[src/common/cache_cfg_pkg.sv]
package cache_cfg_pkg;

    // ========================================
    // Cache geometry
    // ========================================
    localparam int XLEN      = 32;   // Processor word width
    localparam int LINE_BITS = 128;  // One line moved per memory transfer
    localparam int N_WAYS    = 4;
    localparam int N_SETS    = 16;

    // ========================================
    // Address fields, LSB first
    // ========================================
    // Byte offset inside a word
    localparam int BYTE_SEL_BITS = $clog2(XLEN / 8);
    localparam int WORD_SEL_BITS = $clog2(LINE_BITS / XLEN);  // Word inside a line
    localparam int SET_BITS      = $clog2(N_SETS);            // Set index
    // Whatever is left of the address is the tag
    localparam int TAG_BITS      = XLEN - SET_BITS - WORD_SEL_BITS - BYTE_SEL_BITS;

    localparam int WAY_BITS = $clog2(N_WAYS);  // Way number width

endpackage

[src/dcache/fifo_victim.sv]
module fifo_victim (
    input  logic                               clk_i,
    input  logic                               rst_i,
    input  logic [cache_cfg_pkg::SET_BITS-1:0] index_i,
    input  logic                               advance_i,
    output logic [cache_cfg_pkg::WAY_BITS-1:0] victim_o
);

    import cache_cfg_pkg::*;

    logic [WAY_BITS-1:0] cnt_q [N_SETS];  // Oldest way of each set

    always_ff @(posedge clk_i)
    begin
        if (rst_i)
        begin
            for (int s = 0; s < N_SETS; s++)
                cnt_q[s] <= '0;
            victim_o <= '0;
        end
        else
        begin
            victim_o <= cnt_q[index_i];        // Lines up with the RAM read
            if (advance_i)
                cnt_q[index_i] <= cnt_q[index_i] + 1'b1;  // Wraps round-robin
        end
    end

endmodule

[config.mk]
export PLATFORM = sky130hd
export DESIGN_NAME = fifo_victim
export DESIGN_NICKNAME = d
export VERILOG_FILES = /design/src/common/cache_cfg_pkg.sv /design/src/dcache/fifo_victim.sv
export SDC_FILE = /design/constraint.sdc
export NUM_CORES = 1
export LEC_CHECK = 0
export ABC_AREA = 1
export ABC_CLOCK_PERIOD_IN_PS = 1800
export BUFFER_PORTS_ARGS = -buffer_cell sky130_fd_sc_hd__buf_4
export CAP_MARGIN = 0
export CORE_MARGIN = 10
export CORE_UTILIZATION = 50
export CTS_BUF_LIST = sky130_fd_sc_hd__clkbuf_4 sky130_fd_sc_hd__clkbuf_8
export DETAILED_ROUTE_END_ITERATION = 10
export HOLD_SLACK_MARGIN = 0.05
export PLACE_DENSITY = 0.72
export RECOVER_POWER = 25
export REMOVE_ABC_BUFFERS = 1
export SLEW_MARGIN = 5
export SYNTH_ARGS = -nofsm -noshare
export SYNTH_HDL_FRONTEND = slang
export SYNTH_SLANG_ARGS = --single-unit
[constraint.sdc]
create_clock -name clk_i -period 1.8 [get_ports clk_i]
set_input_delay 0.18 -clock clk_i [delete_from_list [all_inputs] [get_ports clk_i]]
set_output_delay 0.18 -clock clk_i [all_outputs]
set_load 0.005 [all_outputs]
==> flow_metrics.tcl <==
set metrics [dict create \
    status "complete, no violations" \
    fin_nets 251 \
    cts_tree "built" \
    ys_seq_area_frac 0.564 \
    synthTopCellsByArea "edfxtp_1, nand2_1, nor2_1" \
    cp_max_fo 16 \
    crit_required_ps 1890 \
    io_buffers 8 \
    r2r_slack_ps 230 \
    fin_skew_ps 14.1 \
    avgSynthCellArea_um2 8.18 \
    hold_slack_ps 345 \
    finalSetupTns_ps 0 \
    synth_simple_gate_area_share 0.376 \
    cts_setup_buffers 0 \
    wl_per_cell_um 12.2 \
    ys_ff_latch 34 \
    maxCapViolCount 0 \
    p_leak_nw 0.940 \
    synth_compound_area_frac 0 \
    hold_buffers 1 \
    setup_violations 0 \
    hp-class "in -> reg" \
    grt_pass1_vias 1337 \
    die_y_um 79.6 \
    synth_fa_ha_area_frac 0 \
    cts_made_buffers 5 \
    wirelength_um 3550 \
    place_hpwl_um 2510 \
    slew_headroom 0.738 \
    clk_pin_slew_ps 110 \
    critPathSlowestCell "edfxtp_1" \
    cts_root_buffer "clkbuf_4" \
    grt_setup_unrepaired "no" \
    drt-initial-drc-count 94 \
    final_core_util 0.604 \
    netlist_area_um2 1780 \
    dp_slack_ps 49.0 \
    endpoint_kind "register" \
    drive_above_1_share 0.176 \
    ys_types 16 \
    hold_viol_final 0 \
    ctsResizeCount 0 \
    grt_max_degree 20 \
    design.die.area_um2 6330 \
    synth_top_area_frac 0.541 \
    grt_usage 0.122 \
    synth_ff_type "edfxtp_1" \
    cellPowerDensity_nw_per_um2 834 \
    rows 21 \
    synthCells 217 \
    drc_errors 0 \
    syn_to_final_growth_pct 15.2 \
    grt_antenna_before_repair 0 \
    clock_latency_ps 350 \
    synthMuxAreaShare 0 \
    synth.most_common_cell "nand2_1" \
    crit_top_cell "nand2_1" \
    layout_worst_path_cycle_share 0.871 \
    synth_top_family_by_area "simple AND/OR/NAND/NOR gates" \
    synthTopCellsByCount "nand2_1, edfxtp_1, nor2_1, nor2_2, inv_1" \
    async_flop_share 0 \
    cts_num_sinks 34 \
    critPathLaunchType "register" \
    slew_violations 0 \
    ant_nets 0 \
    vias_per_cell 4.86 \
    critPathMaxStageDelay_ps 390 \
    ios 9 \
    num_antenna_cells 0 \
    cp_cell_sequence "nand2_1, nand2_1, nand2_1, nand2_1, nand2_1, nand2_1, nor2_1, nand2_1, nand2_4, nor2_1" \
    synth_edf_count 32 \
    worstPathArrival_ps 1660 \
    cts_max_level 2 \
    grt_pass1_wl_um 6000 \
    die_x_um 79.6 \
    period_needed_ps 1570 \
    core_area_um2 3390 \
    design_area_um2 2050 \
    crit_type "reg -> reg" \
    fmax_ghz 0.638 \
    irDropWorstVdd_uv 500 \
    synthXorXnorAreaFrac 0 \
    yosys_warnings 0 \
    place_area_um2 1960 \
    worst_slack_ps 233 \
    dr_total_vias 1413 \
    dr.pass1.iters 4 \
    worstMarginPinSlew_ps 393 \
    overflow 0 \
    synth_largest_area_cell "edfxtp_1" \
    gp_congestion 0.860 \
    clockBufferDepth 2 \
    start_util 0.524 \
]
-- cells in the final DEF (no fill, tap or decap), drive strengths merged --
master	count
nand2	123
nor2	39
edfxtp	32
buf	20
clkbuf	13
inv	8
nor3	4
clkinv	2
dfxtp	2
bufinv	1
dlygate4sd3	1
-- logic make-up (layout without fill, tap and decap cells) --
kind of cell,Yosys count,after routing
flops,34,34
buf+inv,17,45
simple gates,166,166
-- final timing paths --
path           startpoint           to  depth (start not counted)
min reg2reg   cnt_q[0][0]  victim_o[0]                          8
min            index_i[2]  victim_o[1]                          6
max          cnt_q[11][0]  cnt_q[4][1]                         10
max reg2reg  cnt_q[11][0]  cnt_q[4][1]                         10
-- per-stage QoR --
stage / power (mW) / instances
after floorplan: 1.05 / 210
final: 1.71 / 291
after global placement: 1.13 / 282
after global routing: 1.79 / 291
after detailed placement: 1.13 / 282
after CTS: 1.72 / 291
-- registers in the layout (all words and copies together), names as in the netlist --
| register | flops |
|---|---|
| cnt_q | 32 |
| victim_o | 2 |
-- critical path, delay by kind of cell, from the launching register on --
| family | cells | cell delay, ps |
|---|---|---|
| AND/OR/NAND/NOR | 10 | 920 |
| flip-flops | 1 | 390 |
-- final cells by class --
class / count / area (µm²)
Fill cell: 323 / 1340
Tap cell: 46 / 57.6
Multi-Input combinational cell: 166 / 668
Inverter: 10 / 42.5
Clock inverter: 1 / 30.0
Timing Repair Buffer: 27 / 188
Clock buffer: 7 / 58.8
Sequential cell: 34 / 1000
-- metal layers --
metal	share of wire	routed length, µm	track usage	vias up
met5	0	0	0	-
met4	0.019	66	0.0681	0
met3	0.050	178	0.0405	6
met2	0.46	1640	0.188	32
met1	0.47	1670	0.146	642
li1	-	-	-	733
-- power breakdown --
group	total (mW)	switching [mW]	internal (mW)	leakage [nW]
combinational	0.205	0.144	0.0610	0.544
clock	0.597	0.251	0.347	0.0489
sequential	0.905	0.00949	0.895	0.348
No activity file was read; power rests on OpenSTA's default activity.
