===== src/common/cache_cfg_pkg.sv =====
package cache_cfg_pkg;

    // ========================================
    // Cache geometry
    // ========================================
    localparam int XLEN      = 32;   // Processor word width
    localparam int LINE_BITS = 128;  // One line moved per memory transfer
    localparam int N_WAYS    = 4;
    localparam int N_SETS    = 16;

    // ========================================
    // Address fields, LSB first
    // ========================================
    // Byte offset inside a word
    localparam int BYTE_SEL_BITS = $clog2(XLEN / 8);
    localparam int WORD_SEL_BITS = $clog2(LINE_BITS / XLEN);  // Word inside a line
    localparam int SET_BITS      = $clog2(N_SETS);            // Set index
    // Whatever is left of the address is the tag
    localparam int TAG_BITS      = XLEN - SET_BITS - WORD_SEL_BITS - BYTE_SEL_BITS;

    localparam int WAY_BITS = $clog2(N_WAYS);  // Way number width

endpackage


===== src/common/cache_types_pkg.sv =====
package cache_types_pkg;

    import cache_cfg_pkg::*;

    // ========================================
    // Payload types
    // ========================================
    typedef logic [XLEN-1:0]      word_t;
    typedef logic [LINE_BITS-1:0] line_t;
    typedef logic [TAG_BITS-1:0]  tag_t;

    // Per-way bookkeeping, one entry per set
    typedef struct packed {
        logic valid;
        logic dirty;   // Line differs from memory
        tag_t tag;
    } way_meta_t;

    // Processor request, sampled with the strobe
    typedef struct packed {
        logic              write;    // 1 for store
        logic [XLEN/8-1:0] byte_en;  // Bytes written on a store
        logic [XLEN-1:0]   addr;
        word_t             wdata;
    } cpu_req_t;

    // Line request toward memory
    typedef struct packed {
        logic            write;  // 1 for write-back
        logic [XLEN-1:0] addr;   // Always line aligned
        line_t           data;   // Victim line on write-back
    } mem_req_t;

    // ========================================
    // Controller states
    // ========================================
    typedef enum logic [2:0] {
        INIT,
        IDLE,
        LOOKUP,
        WRITE_BACK,
        WB_DONE,
        FILL,
        FILL_DONE
    } cache_state_t;

endpackage


===== src/dcache/dcache_ctrl.sv =====
module dcache_ctrl (
    input  logic                                              clk_i,
    input  logic                                              rst_i,
    input  logic                                              p_strobe_i,
    input  cache_types_pkg::cpu_req_t                         p_req_i,
    output cache_types_pkg::word_t                            p_rdata_o,
    output logic                                              p_ready_o,
    output logic                                              m_strobe_o,
    output cache_types_pkg::mem_req_t                         m_req_o,
    input  logic                                              m_ready_i,
    input  cache_types_pkg::line_t                            m_rdata_i,
    output logic [cache_cfg_pkg::SET_BITS-1:0]                index_o,
    output cache_types_pkg::tag_t                             tag_o,
    output logic [cache_cfg_pkg::N_WAYS-1:0]                  we_o,
    output cache_types_pkg::line_t                            wline_o,
    output cache_types_pkg::way_meta_t                        wmeta_o,
    input  logic                                              hit_i,
    input  logic [cache_cfg_pkg::WAY_BITS-1:0]                hit_way_i,
    input  cache_types_pkg::line_t                            hit_line_i,
    input  cache_types_pkg::way_meta_t [cache_cfg_pkg::N_WAYS-1:0] meta_i,
    input  cache_types_pkg::line_t     [cache_cfg_pkg::N_WAYS-1:0] line_i,
    input  logic [cache_cfg_pkg::WAY_BITS-1:0]                victim_i,
    output logic                                              advance_o,
    output cache_types_pkg::line_t                            base_line_o,
    input  cache_types_pkg::word_t                            word_i,
    input  cache_types_pkg::line_t                            merged_i,
    output cache_types_pkg::cpu_req_t                         req_o
);

    import cache_cfg_pkg::*;
    import cache_types_pkg::*;

    cache_state_t        state_q, state_d;
    logic [SET_BITS-1:0] init_cnt_q;   // Set being cleared in INIT
    cpu_req_t            req_q;        // Request in flight
    line_t               fill_q;       // Line returned by memory
    logic                start_wb;     // Entering WRITE_BACK
    logic                start_fill;   // Entering FILL
    logic                mem_wr_q;
    logic [XLEN-1:0]     mem_addr_q;
    line_t               mem_data_q;
    way_meta_t           vmeta;        // Metadata of the victim way
    logic                accept;
    logic                write_hit;
    logic                fill_done;

    assign accept    = (state_q == IDLE) && p_strobe_i;  // Strobes elsewhere are dropped
    assign vmeta     = meta_i[victim_i];
    assign write_hit = (state_q == LOOKUP) && hit_i && req_q.write;
    assign fill_done = (state_q == FILL_DONE);

    // ========================================
    // State machine
    // ========================================
    always_comb
    begin
        state_d    = state_q;
        start_wb   = 1'b0;
        start_fill = 1'b0;
        case (state_q)
            INIT:
                if (init_cnt_q == SET_BITS'(N_SETS - 1))
                    state_d = IDLE;         // Last set cleared
            IDLE:
                if (p_strobe_i)
                    state_d = LOOKUP;
            LOOKUP:
                if (hit_i)
                    state_d = IDLE;         // Hit served this cycle
                else if (vmeta.valid && vmeta.dirty)
                begin
                    state_d  = WRITE_BACK;  // Victim must go out first
                    start_wb = 1'b1;
                end
                else
                begin
                    state_d    = FILL;
                    start_fill = 1'b1;
                end
            WRITE_BACK:
                if (m_ready_i)
                    state_d = WB_DONE;
            WB_DONE:
            begin
                state_d    = FILL;
                start_fill = 1'b1;
            end
            FILL:
                if (m_ready_i)
                    state_d = FILL_DONE;
            FILL_DONE:
                state_d = IDLE;
            default:
                state_d = IDLE;
        endcase
    end

    always_ff @(posedge clk_i)
    begin
        if (rst_i)
        begin
            state_q    <= INIT;
            init_cnt_q <= '0;
            m_strobe_o <= 1'b0;
            mem_wr_q   <= 1'b0;
        end
        else
        begin
            state_q <= state_d;
            if (state_q == INIT)
                init_cnt_q <= init_cnt_q + 1'b1;
            m_strobe_o <= start_wb | start_fill;  // Single pulse on entry
            if (start_wb | start_fill)
                mem_wr_q <= start_wb;
        end
    end

    // ========================================
    // Request and memory payload
    // ========================================
    always_ff @(posedge clk_i)
    begin
        if (accept)
            req_q <= p_req_i;
        if ((state_q == FILL) && m_ready_i)
            fill_q <= m_rdata_i;    // Line valid only with ready
        if (start_wb)
        begin
            // Victim address rebuilt from its tag and the current set
            mem_addr_q <= {vmeta.tag, index_o, {(WORD_SEL_BITS + BYTE_SEL_BITS){1'b0}}};
            mem_data_q <= line_i[victim_i];
        end
        else if (start_fill)
        begin
            mem_addr_q <= {req_q.addr[XLEN-1:WORD_SEL_BITS + BYTE_SEL_BITS],
                           {(WORD_SEL_BITS + BYTE_SEL_BITS){1'b0}}};
            mem_data_q <= '0;
        end
    end

    assign m_req_o = '{write: mem_wr_q, addr: mem_addr_q, data: mem_data_q};
    assign req_o   = req_q;

    // ========================================
    // RAM side
    // ========================================
    always_comb
    begin
        if (state_q == INIT)
            index_o = init_cnt_q;
        else if (accept)
            index_o = p_req_i.addr[BYTE_SEL_BITS + WORD_SEL_BITS +: SET_BITS];  // Early read
        else
            index_o = req_q.addr[BYTE_SEL_BITS + WORD_SEL_BITS +: SET_BITS];
    end

    assign tag_o       = req_q.addr[XLEN-1 -: TAG_BITS];
    assign base_line_o = fill_done ? fill_q : hit_line_i;  // Merge on hit line or fill
    assign wline_o     = req_q.write ? merged_i : fill_q;  // Reads keep the raw fill
    assign advance_o   = fill_done;

    always_comb
    begin
        we_o    = '0;
        wmeta_o = '0;                               // INIT writes invalid entries
        if (state_q == INIT)
            we_o = '1;
        else if (write_hit)
        begin
            we_o[hit_way_i] = 1'b1;
            wmeta_o         = '{valid: 1'b1, dirty: 1'b1, tag: tag_o};
        end
        else if (fill_done)
        begin
            we_o[victim_i] = 1'b1;
            wmeta_o        = '{valid: 1'b1, dirty: req_q.write, tag: tag_o};
        end
    end

    // ========================================
    // Processor side
    // ========================================
    assign p_ready_o = ((state_q == LOOKUP) && hit_i) || fill_done;
    assign p_rdata_o = (p_ready_o && !req_q.write) ? word_i : '0;

endmodule


===== config.mk =====
export PLATFORM = sky130hd
export DESIGN_NAME = dcache_ctrl
export DESIGN_NICKNAME = d
export VERILOG_FILES = /design/src/common/cache_cfg_pkg.sv /design/src/common/cache_types_pkg.sv /design/src/dcache/dcache_ctrl.sv
export SDC_FILE = /design/constraint.sdc
export NUM_CORES = 1
export LEC_CHECK = 0
export BUFFER_PORTS_ARGS = -buffer_cell sky130_fd_sc_hd__buf_2
export CAP_MARGIN = 20
export CORE_AREA = 2 2 655 657
export CTS_CLUSTER_SIZE = 8
export DETAILED_ROUTE_END_ITERATION = 12
export DIE_AREA = 0 0 657 659
export GPL_TIMING_DRIVEN = 0
export SLEW_MARGIN = 20
export SYNTH_ARGS = -nofsm -noshare
export SYNTH_HDL_FRONTEND = slang
export SYNTH_SLANG_ARGS = --single-unit

===== constraint.sdc =====
create_clock -name clk_i -period 6.4 [get_ports clk_i]
set_input_delay 0.96 -clock clk_i [delete_from_list [all_inputs] [get_ports clk_i]]
set_output_delay 0.96 -clock clk_i [all_outputs]
set_load 0.1 [all_outputs]

==> results.cfg <==
[power_and_ir_drop]
power.density_nw_per_um2 = 205.1
internal_power_mw = 5.273
clkPwrFrac = 0.482
comb_power_share = 0.191
power.static_leakage_nw = 15.48
p_seq_frac = 0.327
switching_share = 0.3345
p_switching_mw = 2.650
peakVddDrop_uv = 176.4

[critical_path]
ff2ff_setup_slack_ps = 3350
crit_type = reg -> out
cp-startpoint = req_o[68]
cpMostUsedCell = clkbuf_1
r2r-start = state_q[2]
cp_max_fo = 10
worstRegToRegCells = 7
critical_path_required_ps = 5440
slowest_delay_ps = 940
end_kind = output port
reg2reg_to = mem_data_q[65]
crit_path_cell_trace = clkbuf_1 > clkbuf_1 > clkbuf_1 > mux2_2 > buf_2
arrival_ps = 4480
slowest_stage = clkbuf_1
startpoint_type = register

[cts]
post_cts_buffers = 0
insertion_delay_ps = 820
cts-root-buf = clkbuf_16
cts_made_buffers = 72
cts.sinks = 362
clk_path_buf_depth = 4
htree_levels = 3
tritoncts = built
clk_pin_slew_ps = 60
cts_resized = 0
hold_buffers = 0

[yosys]
synth.most_common_cell = nand2_1
syn_area_um2 = 19920
seq_area_frac_synth = 0.5413
synth_commonest_cells = 397 x nand2_1, 353 x edfxtp_1, 152 x mux4_2
async_reset_ff_frac = 0
postSynthAreaPerCell_um2 = 13.56
yosys.area.top_type = edfxtp_1
synth_seq_cells = 362
synth_area_leaders = edfxtp_1 53%, mux4_2 17%, nand2_1 7.5%
yosys_warnings = 0
syn_inst = 1469
synthFlopType = edfxtp_1
synth_top_area_frac = 0.5323
synth_edf_count = 353
yosysUniqueCellTypes = 45

[global_route]
grt_pass1_wl_um = 365600
antenna_found_initial = 304
grt_pass1_vias = 21221
grt_usage = 0.1430
grt_max_degree = 77
grt_remaining_overflow = 0

[sta]
max_freq_mhz = 183.8
setup-violations-final = 0
period_share = 0.8502
final-hold-violation-count = 0
hold_ws_ps = 305.3
relSlewSlack = 0.1995
rsz0062_at_grt = no
tightest_slew_ps = 1201
period_needed_ps = 5441
slew_viol_final = 0
skew_ps = 67.36
setup-tns-final_ps = 0

[placed_design]
portBuffers = 1681
placed_area_um2 = 36110
detailed_place_hpwl_um = 296200
placed_cells = 8866
routabilityCongestion = 0.9701

[finish]
drive_above_1_share = 0.6645
nets = 4365
final_util = 0.09074
areaGrowthSynthToFinish_pct = 94.01
fin_cells = 9135
final_design_area_no_fill_um2 = 38640

[job]
cap_violations = 0

[floorplanning]
dieWidth_um = 657
fp.dieH_um = 659
core-area_um2 = 425800
start_util = 0.04677
core.rowCount = 240
die_area_um2 = 433000
ios = 1689

[routing]
wl_per_cell_um = 35.28
routed_wl_um = 322300
num_vias = 22986
avgViaCountPerCell = 2.516
drt_iter0_drc = 1876
route.detailed.drc = 0
drtAntennaViolNets = 0
dr.pass1.iters = 6

[worst_hold_path]
hold_path.class = in -> reg
hp-start = m_rdata_i[100]
hold_depth = 1
min_to = fill_q[100]

[run_status]
status = completed
## final cells by class
type,instances,area [um^2]
well taps,5687,7116
clock buffers,82,1861
fillers,49730,387200
diodes,157,392.9
multi-input cells,966,8413
clock inverters,30,272.8
plain buffers,140,765.7
flip-flops and latches,362,10780
inverters,4,22.52
repair buffers,1707,9014
## routing by layer
metal / GRT usage / routed length, um / up-vias
met5: 0 / 1288 / -
met4: 0.03980 / 11790 / 192
met3: 0.1144 / 59290 / 638
met2: 0.2212 / 139100 / 1934
met1: 0.1475 / 110800 / 11079
li1: - / - / 9143
## worst max-delay path by stage
| stage | end | slack, ps | cells after the start |
|---|---|---|---|
| detailed placement | wline_o[84] | 1670 | 5 |
| finish | wline_o[84] | 960 | 5 |
| global route | wline_o[82] | 780 | 5 |
| floorplan | index_o[1] | 100 | 4 |
| global placement | index_o[1] | -2730 | 6 |
| CTS | wline_o[84] | 690 | 5 |
## power groups by stage
stage               sequential [mW]  clock (mW)  combinational (mW)
floorplan                      2.64           0               0.784
global placement               2.64           0                1.52
detailed placement             2.64           0                1.54
CTS                            2.59        4.06                1.54
global route                   2.59        4.07                1.57
finish                         2.59        3.82                1.51
## kinds of logic (layout without fill, tap and decap cells)
logic type / after synthesis / count (layout) / share of synthesized area
adder cells (fa/ha/maj): 2 / 2 / 0.001256
other: 1 / 161 / 0.0001883
multiplexers: 309 / 309 / 0.2649
AO/OA/AOI/OAI: 27 / 27 / 0.008357
AND/OR/NAND/NOR: 621 / 621 / 0.1445
flip-flops: 362 / 362 / 0.5413
XOR/XNOR: 3 / 3 / 0.001320
buffers and inverters: 144 / 1963 / 0.03820
## state kept, by name (all words and copies together) (netlist names)
| name | cells |
|---|---|
| init_cnt_q | 4 |
| fill_q | 128 |
| req_o | 69 |
| state_q | 3 |
| mem_addr_q | 28 |
| m_strobe_o | 1 |
| mem_wr_q | 1 |
| mem_data_q | 128 |
## critical path, delay by kind of cell (launching register included)
family / cells / cell delay, ps
mux: 1 / 310
buf+inv: 4 / 2870
flops: 1 / 350
## cells in the final DEF, fill, tap and decap left out, types with 3 or more instances in the layout
cell           n
nor3_1         3
clkbuf_2      14
nand4_1        3
clkbuf_1      69
dfxtp_1        9
and2_1        57
nor2b_1      129
edfxtp_1     353
buf_6         12
buf_16        12
clkinv_2       3
buf_1          6
o21ai_0        7
clkinv_4       5
nand2b_1       6
conb_1         4
clkinv_1      11
mux2i_1        5
buf_2       1700
bufinv_16      3
mux2_2       128
mux2_4        24
buf_12        12
diode_2      157
a21oi_1       10
clkbuf_16     73
nor2_1        10
mux4_2       152
nor2_4         3
buf_4         29
nand2_1      397
clkinvlp_4     6
## metrics by stage
stage | power (mW) | setup slack (ps)
floorplan | 3.419 | 98.14
global placement | 4.160 | -2725
detailed placement | 4.174 | 1666
CTS | 8.194 | 688.8
global route | 8.234 | 778.4
finish | 7.923 | 958.5
(Power assumes the default switching activity.)
