<file path="config.mk">
export PLATFORM = sky130hd
export DESIGN_NAME = line_merge
export DESIGN_NICKNAME = d
export VERILOG_FILES = /design/src/common/cache_cfg_pkg.sv /design/src/common/cache_types_pkg.sv /design/src/dcache/line_merge.sv
export SDC_FILE = /design/constraint.sdc
export NUM_CORES = 1
export LEC_CHECK = 0
export BUFFER_PORTS_ARGS = -buffer_cell sky130_fd_sc_hd__buf_4
export CORE_AREA = 2 2 126 128
export DETAILED_ROUTE_END_ITERATION = 7
export DIE_AREA = 0 0 128 130
export PLACE_DENSITY = 0.53
export SYNTH_ARGS = -nofsm -noshare
export SYNTH_HDL_FRONTEND = slang
export SYNTH_SLANG_ARGS = --single-unit
export TNS_END_PERCENT = 5
</file>
<file path="constraint.sdc">
create_clock -name vclk -period 1.5
set_input_delay 0 -clock vclk [all_inputs]
set_output_delay 0 -clock vclk [all_outputs]
set_load 0.05 [all_outputs]
</file>
<file path="src/common/cache_cfg_pkg.sv">
package cache_cfg_pkg;

    // ========================================
    // Cache geometry
    // ========================================
    localparam int XLEN      = 32;   // Processor word width
    localparam int LINE_BITS = 128;  // One line moved per memory transfer
    localparam int N_WAYS    = 4;
    localparam int N_SETS    = 16;

    // ========================================
    // Address fields, LSB first
    // ========================================
    // Byte offset inside a word
    localparam int BYTE_SEL_BITS = $clog2(XLEN / 8);
    localparam int WORD_SEL_BITS = $clog2(LINE_BITS / XLEN);  // Word inside a line
    localparam int SET_BITS      = $clog2(N_SETS);            // Set index
    // Whatever is left of the address is the tag
    localparam int TAG_BITS      = XLEN - SET_BITS - WORD_SEL_BITS - BYTE_SEL_BITS;

    localparam int WAY_BITS = $clog2(N_WAYS);  // Way number width

endpackage

</file>
<file path="src/common/cache_types_pkg.sv">
package cache_types_pkg;

    import cache_cfg_pkg::*;

    // ========================================
    // Payload types
    // ========================================
    typedef logic [XLEN-1:0]      word_t;
    typedef logic [LINE_BITS-1:0] line_t;
    typedef logic [TAG_BITS-1:0]  tag_t;

    // Per-way bookkeeping, one entry per set
    typedef struct packed {
        logic valid;
        logic dirty;   // Line differs from memory
        tag_t tag;
    } way_meta_t;

    // Processor request, sampled with the strobe
    typedef struct packed {
        logic              write;    // 1 for store
        logic [XLEN/8-1:0] byte_en;  // Bytes written on a store
        logic [XLEN-1:0]   addr;
        word_t             wdata;
    } cpu_req_t;

    // Line request toward memory
    typedef struct packed {
        logic            write;  // 1 for write-back
        logic [XLEN-1:0] addr;   // Always line aligned
        line_t           data;   // Victim line on write-back
    } mem_req_t;

    // ========================================
    // Controller states
    // ========================================
    typedef enum logic [2:0] {
        INIT,
        IDLE,
        LOOKUP,
        WRITE_BACK,
        WB_DONE,
        FILL,
        FILL_DONE
    } cache_state_t;

endpackage

</file>
<file path="src/dcache/line_merge.sv">
module line_merge (
    input  cache_types_pkg::line_t                  line_i,
    input  logic [cache_cfg_pkg::WORD_SEL_BITS-1:0] word_sel_i,
    input  logic [cache_cfg_pkg::XLEN/8-1:0]        byte_en_i,
    input  cache_types_pkg::word_t                  wdata_i,
    output cache_types_pkg::word_t                  word_o,
    output cache_types_pkg::line_t                  line_o
);

    import cache_cfg_pkg::*;
    import cache_types_pkg::*;

    word_t old_word;   // Selected word as stored
    word_t new_word;   // Same word after the store

    // Word 0 sits in the low bits of the line
    assign old_word = line_i[word_sel_i * XLEN +: XLEN];
    assign word_o   = old_word;

    // Byte lanes
    always_comb
    begin
        new_word = old_word;
        for (int b = 0; b < XLEN / 8; b++)
        begin
            if (byte_en_i[b])
                new_word[b * 8 +: 8] = wdata_i[b * 8 +: 8];
        end
    end

    // Put the word back, rest of the line untouched
    always_comb
    begin
        line_o = line_i;
        line_o[word_sel_i * XLEN +: XLEN] = new_word;
    end

endmodule

</file>
==> flow_metrics.env, run 1 <==
export IMPL_yosys_area_top_type="mux2i_4"
export IMPL_ys_types=22
export IMPL_final_cells=985
export IMPL_swShare_pct=58.80
export IMPL_muxShareOfSynthArea_pct=47.74
export IMPL_fin_crit_ns=1.477
export IMPL_globalRouteOverflowTotal=0
export IMPL_synth_nets=616
export IMPL_clkbuf_count=0
export IMPL_hold_violations=0
export IMPL_seq_power_share_pct=0
export IMPL_path_cells="buf_4 > inv_4 > ha_4 > buf_6 > nor3_4 > buf_6 > clkbuf_16 > a22o_1 > buf_6"
export IMPL_dp_cells=975
export IMPL_power_leakage_uw=0.003804
export IMPL_cp_max_fo=5
export IMPL_boundaryPins=326
export IMPL_ys_seq_area_share_pct=0
export IMPL_synthXorXnorAreaFrac_pct=0
export IMPL_crit_required_ns=1.50
export IMPL_power_frac_clock_pct=0
export IMPL_grt_first_pass_wirelength_um=29370
export IMPL_ant_nets=0
export IMPL_area_growth_pct=126.6
export IMPL_crit_path_max_incr_delay_ns=0.30
export IMPL_start_util_pct=23.33
export IMPL_core_area_sq_um=15420
export IMPL_grt_pass1_vias=5395
export IMPL_setup_ws_ns=0.02283
export IMPL_start_kind="input pin"
export IMPL_drcViolationCount=0
export IMPL_setup_viol=0
export IMPL_diodes=0
export IMPL_synth_top_area_share_pct=16.90
export IMPL_synth_commonest_cells="98 x inv_1, 96 x o22ai_1, 37 x mux2i_1"
export IMPL_dr_pass1_iters=6
export IMPL_die_w_um=128
export IMPL_synth_simple_gate_area_share_pct=4.312
export IMPL_routed_via_density=5.092
export IMPL_drt_initial_drc_count=166
export IMPL_crit_arrival_ns=1.48
export IMPL_netlist_instances=446
export IMPL_dieArea_sq_um=16640
export IMPL_die_h_um=130
export IMPL_synth_compound_area_share_pct=28.93
export IMPL_synth_avg_cell_area_sq_um=8.068
export IMPL_internal_power_uw=1759
export IMPL_synth_most_common_cell="inv_1"
export IMPL_period_share_pct=98.48
export IMPL_crit_slowest_cell="nor3_4"
export IMPL_ys_warn_count=0
export IMPL_routed_wl_um=20880
export IMPL_synth_area_sq_um=3598
export IMPL_timing_setup_tns_ns=0
export IMPL_outcome="complete, no violations"
export IMPL_port_buffers=326
export IMPL_worst_slew_pin_slew_ns=0.4361
export IMPL_maxCapViolCount=0
export IMPL_power_density_nw_per_um2=523.7
export IMPL_maxSlewHeadroom_pct=70.93
export IMPL_switchingPower_uw=2511
export IMPL_path_common_cell="buf_6"
export IMPL_holdCritPathClass="in -> out"
export IMPL_layout_drive_gt1_share_pct=71.37
export IMPL_num_vias=5016
export IMPL_fin_nets=965
export IMPL_antenna_found_initial=0
export IMPL_cp_top_family="buffers and inverters"
export IMPL_slew_violations=0
export IMPL_finalInstanceArea_sq_um=8154
export IMPL_post_drt_wl_per_cell_um=21.19
export IMPL_synth_top_family_by_area="multiplexers"
export IMPL_p_comb_share_pct=100.0
export IMPL_seqCellArea_sq_um=0
export IMPL_synth_fa_ha_area_share_pct=1.391
export IMPL_synthTopCellsByArea="mux2i_4 17%, mux4_2 17%, o22ai_1 17%"
export IMPL_row_count=46
export IMPL_worstSetupPathType="in -> out"
export IMPL_grt_max_degree=42
export IMPL_crit_buf_inv=6
export IMPL_globalplace_congestion=0.8884
export IMPL_ir_drop_mv=0.2489
export IMPL_fin_util_pct=52.86
export IMPL_dp_slack_ns=-0.06323
export IMPL_track_usage_pct=22.36
export IMPL_end_kind="output port"
export IMPL_fmax_mhz=677.0
export IMPL_dp_hpwl_um=16200
export IMPL_nFlopsAndLatches=0
export IMPL_post_dp_cell_area_sq_um=7721
-- cell families (layout without fill, tap and decap cells) --
logic type / after synthesis / after routing
AOI/OAI and AO/OA: 160 / 160
buffers and inverters: 149 / 496
muxes: 96 / 96
and+or+nand+nor: 37 / 37
adders and majority gates: 4 / 4
-- worst min-delay path, cell delays in order --
cell and delay, ns:
buf_4 0.09, a22o_1 0.14, buf_6 0.15
-- worst paths after layout --
path           from        end  slack (ns)  cells after the start
max   word_sel_i[1]  line_o[6]        0.02                      9
min       line_i[8]  line_o[8]        0.38                      3
-- power groups by stage --
| stage | clock network [uW] | registers, uW | logic, uW |
|---|---|---|---|
| 2_1_floorplan | 0 | 0 | 2730 |
| 3_3_place_gp | 0 | 0 | 4080 |
| 3_5_place_dp | 0 | 0 | 4120 |
| 4_1_cts | 0 | 0 | 4180 |
| 5_1_grt | 0 | 0 | 4450 |
| 6_report | 0 | 0 | 4270 |
-- cell usage in the layout (no fill, tap or decap), drive strengths merged --
master / Yosys / layout
a22o: 32 / 32
o22ai: 96 / 96
o21ai: 32 / 32
nand3b: 1 / 1
clkbuf: 29 / 5
nor2b: 1 / 1
nand2: 32 / 32
mux4: 32 / 32
nor3: 1 / 1
ha: 4 / 4
inv: 98 / 99
nand4: 1 / 1
buf: 21 / 392
mux2i: 64 / 64
nand3: 1 / 1
-- metal layers --
layer / share of wire (%) / wire length (um) / GRT usage (%)
met4: 1.2 / 245 / 3.555
met2: 53 / 11070 / 44.13
met5: 0 / 0 / 0
met1: 39 / 8066 / 25.22
met3: 7.2 / 1495 / 4.346
-- repair_timing --
item	in CTS	in global routing
hold buffers	0	0
pin swaps	6	6
setup buffers	0	4
setup endpoints to repair	63	123
gates cloned	0	6
resized for setup	37	46
-- final cells by class --
type	instances	area, sq um
Fill cell	1456	7271
Multi-Input combinational cell	297	4063
Timing Repair Buffer	397	3475
Inverter	99	376.6
Tap cell	192	240.2
-- per-stage QoR --
step                total power, uW  hold WS [ns]
floorplan                      2735        0.2097
global placement               4085        0.3997
detailed placement             4115        0.3952
CTS                            4178        0.3954
global route                   4448        0.4000
finish                         4270        0.3800
Note: power is estimated with default switching activity, not from simulation.
==> inputs of run 2 (changes only) <==
--- a/config.mk
+++ b/config.mk
@@ -9,7 +9,8 @@
 export CORE_AREA = 2 2 126 128
 export DETAILED_ROUTE_END_ITERATION = 7
 export DIE_AREA = 0 0 128 130
-export PLACE_DENSITY = 0.53
+export PLACE_DENSITY = 0.69
+export REMOVE_ABC_BUFFERS = 1
 export SYNTH_ARGS = -nofsm -noshare
 export SYNTH_HDL_FRONTEND = slang
 export SYNTH_SLANG_ARGS = --single-unit
==> flow_metrics.env, run 2 (synthesis gave the netlist of run 1 again) <==
export IMPL_worstSetupPathType="in -> out"
export IMPL_fin_nets=953
export IMPL_final_cell_mix="360 x buf_4, 97 x inv_1, 85 x o22ai_1"
export IMPL_track_usage_pct=20.95
export IMPL_layout_commonest_cell="buf_4"
export IMPL_power_leakage_uw=0.003459
export IMPL_cts_hold_buf=0
export IMPL_num_vias=5128
export IMPL_layout_drive_gt1_share_pct=59.67
export IMPL_path_common_cell="buf_4"
export IMPL_start_util_pct=23.33
export IMPL_outcome="complete, no violations"
export IMPL_globalRouteOverflowTotal=0
export IMPL_crit_slowest_cell="mux4_2"
export IMPL_slew_violations=0
export IMPL_internal_power_uw=1441
export IMPL_timing_setup_tns_ns=0
export IMPL_period_share_pct=98.06
export IMPL_start_kind="input pin"
export IMPL_finalInstanceArea_sq_um=6852
export IMPL_wl_met2_um=10250
export IMPL_power_frac_clock_pct=0
export IMPL_drt_initial_drc_count=250
export IMPL_nFlopsAndLatches=0
export IMPL_crit_required_ns=1.50
export IMPL_maxSlewHeadroom_pct=69.39
export IMPL_cp_max_fo=7
export IMPL_worst_slew_pin_slew_ns=0.4592
export IMPL_multi_input_area_sq_um=3110
export IMPL_crit_arrival_ns=1.47
export IMPL_end_kind="output port"
export IMPL_ant_nets=0
export IMPL_dr_pass1_iters=5
export IMPL_dp_hpwl_um=14750
export IMPL_fin_util_pct=44.42
export IMPL_fillers=1575
export IMPL_globalplace_congestion=0.9430
export IMPL_area_growth_pct=90.40
export IMPL_setup_viol=0
export IMPL_diodes=0
export IMPL_rsz0062_at_grt="true"
export IMPL_hold_violations=0
export IMPL_power_density_nw_per_um2=539.0
export IMPL_ir_drop_mv=0.2455
export IMPL_top_layer="met4"
export IMPL_post_dp_cell_area_sq_um=6583
export IMPL_path_cells="buf_8 > clkbuf_16 > buf_4 > mux4_2 > mux2i_4 > o22ai_1 > buf_4"
export IMPL_die_w_um=128
export IMPL_port_buffers=326
export IMPL_swShare_pct=60.97
export IMPL_drt_met1_wl_um=7896
export IMPL_core_area_sq_um=15420
export IMPL_cp_top_family="multiplexers"
export IMPL_antenna_found_initial=0
export IMPL_dp_cells=966
export IMPL_seq_power_share_pct=0
export IMPL_drcViolationCount=0
export IMPL_grt_pass1_vias=4884
export IMPL_maxCapViolCount=0
export IMPL_fin_crit_ns=1.471
export IMPL_dr_wl_met3_um=1253
export IMPL_grt_max_degree=33
export IMPL_routed_via_density=5.270
export IMPL_row_count=46
export IMPL_crit_buf_inv=4
export IMPL_routed_wl_um=19540
export IMPL_whs_ns=0.4029
export IMPL_switchingPower_uw=2252
export IMPL_dieArea_sq_um=16640
export IMPL_clkbuf_count=0
export IMPL_crit_path_max_incr_delay_ns=0.53
export IMPL_final_cells=973
export IMPL_holdCritPathClass="in -> out"
export IMPL_post_drt_wl_per_cell_um=20.08
export IMPL_boundaryPins=326
export IMPL_p_comb_share_pct=100.0
export IMPL_seqCellArea_sq_um=0
export IMPL_die_h_um=130
export IMPL_fmax_mhz=679.8
export IMPL_grt_first_pass_wirelength_um=27570
run 2: what timing repair did:
item | in CTS | in global routing
setup buffers | 0 | 5
setup endpoints to repair | 27 | 61
cloned | 0 | 2
gates resized for setup | 12 | 25
pin swaps | 0 | 2
run 2: power by group through the flow:
stage	clock [uW]	sequential, uW	combinational [uW]
after global routing	0	0	3850
after detailed placement	0	0	3580
after global placement	0	0	3560
after CTS	0	0	3620
after floorplan	0	0	2110
final	0	0	3690
run 2: layout make-up:
type / instances / share of cell area, %
Tap cell: 192 / 3.506
Multi-Input combinational cell: 297 / 45.40
Inverter: 99 / 5.424
Timing Repair Buffer: 385 / 45.67
run 2: layer usage:
metal	up-vias	GRT usage, %
met3	14	1.886
met1	2513	26.18
li1	2343	-
met5	-	0
met4	0	4.848
met2	258	39.07
run 2: final timing paths:
check | startpoint | slack, ns | cells after the start | endpoint
min | line_i[13] | 0.40 | 3 | line_o[13]
max | word_sel_i[0] | 0.03 | 7 | line_o[42]
run 2: through the flow:
| stage | total power, uW | setup slack (ns) |
|---|---|---|
| after detailed placement | 3585 | -0.07688 |
| after floorplan | 2113 | -1.185 |
| final | 3693 | 0.02904 |
| after CTS | 3615 | -0.01124 |
| after global placement | 3561 | -0.06528 |
| after global routing | 3850 | -0.02980 |
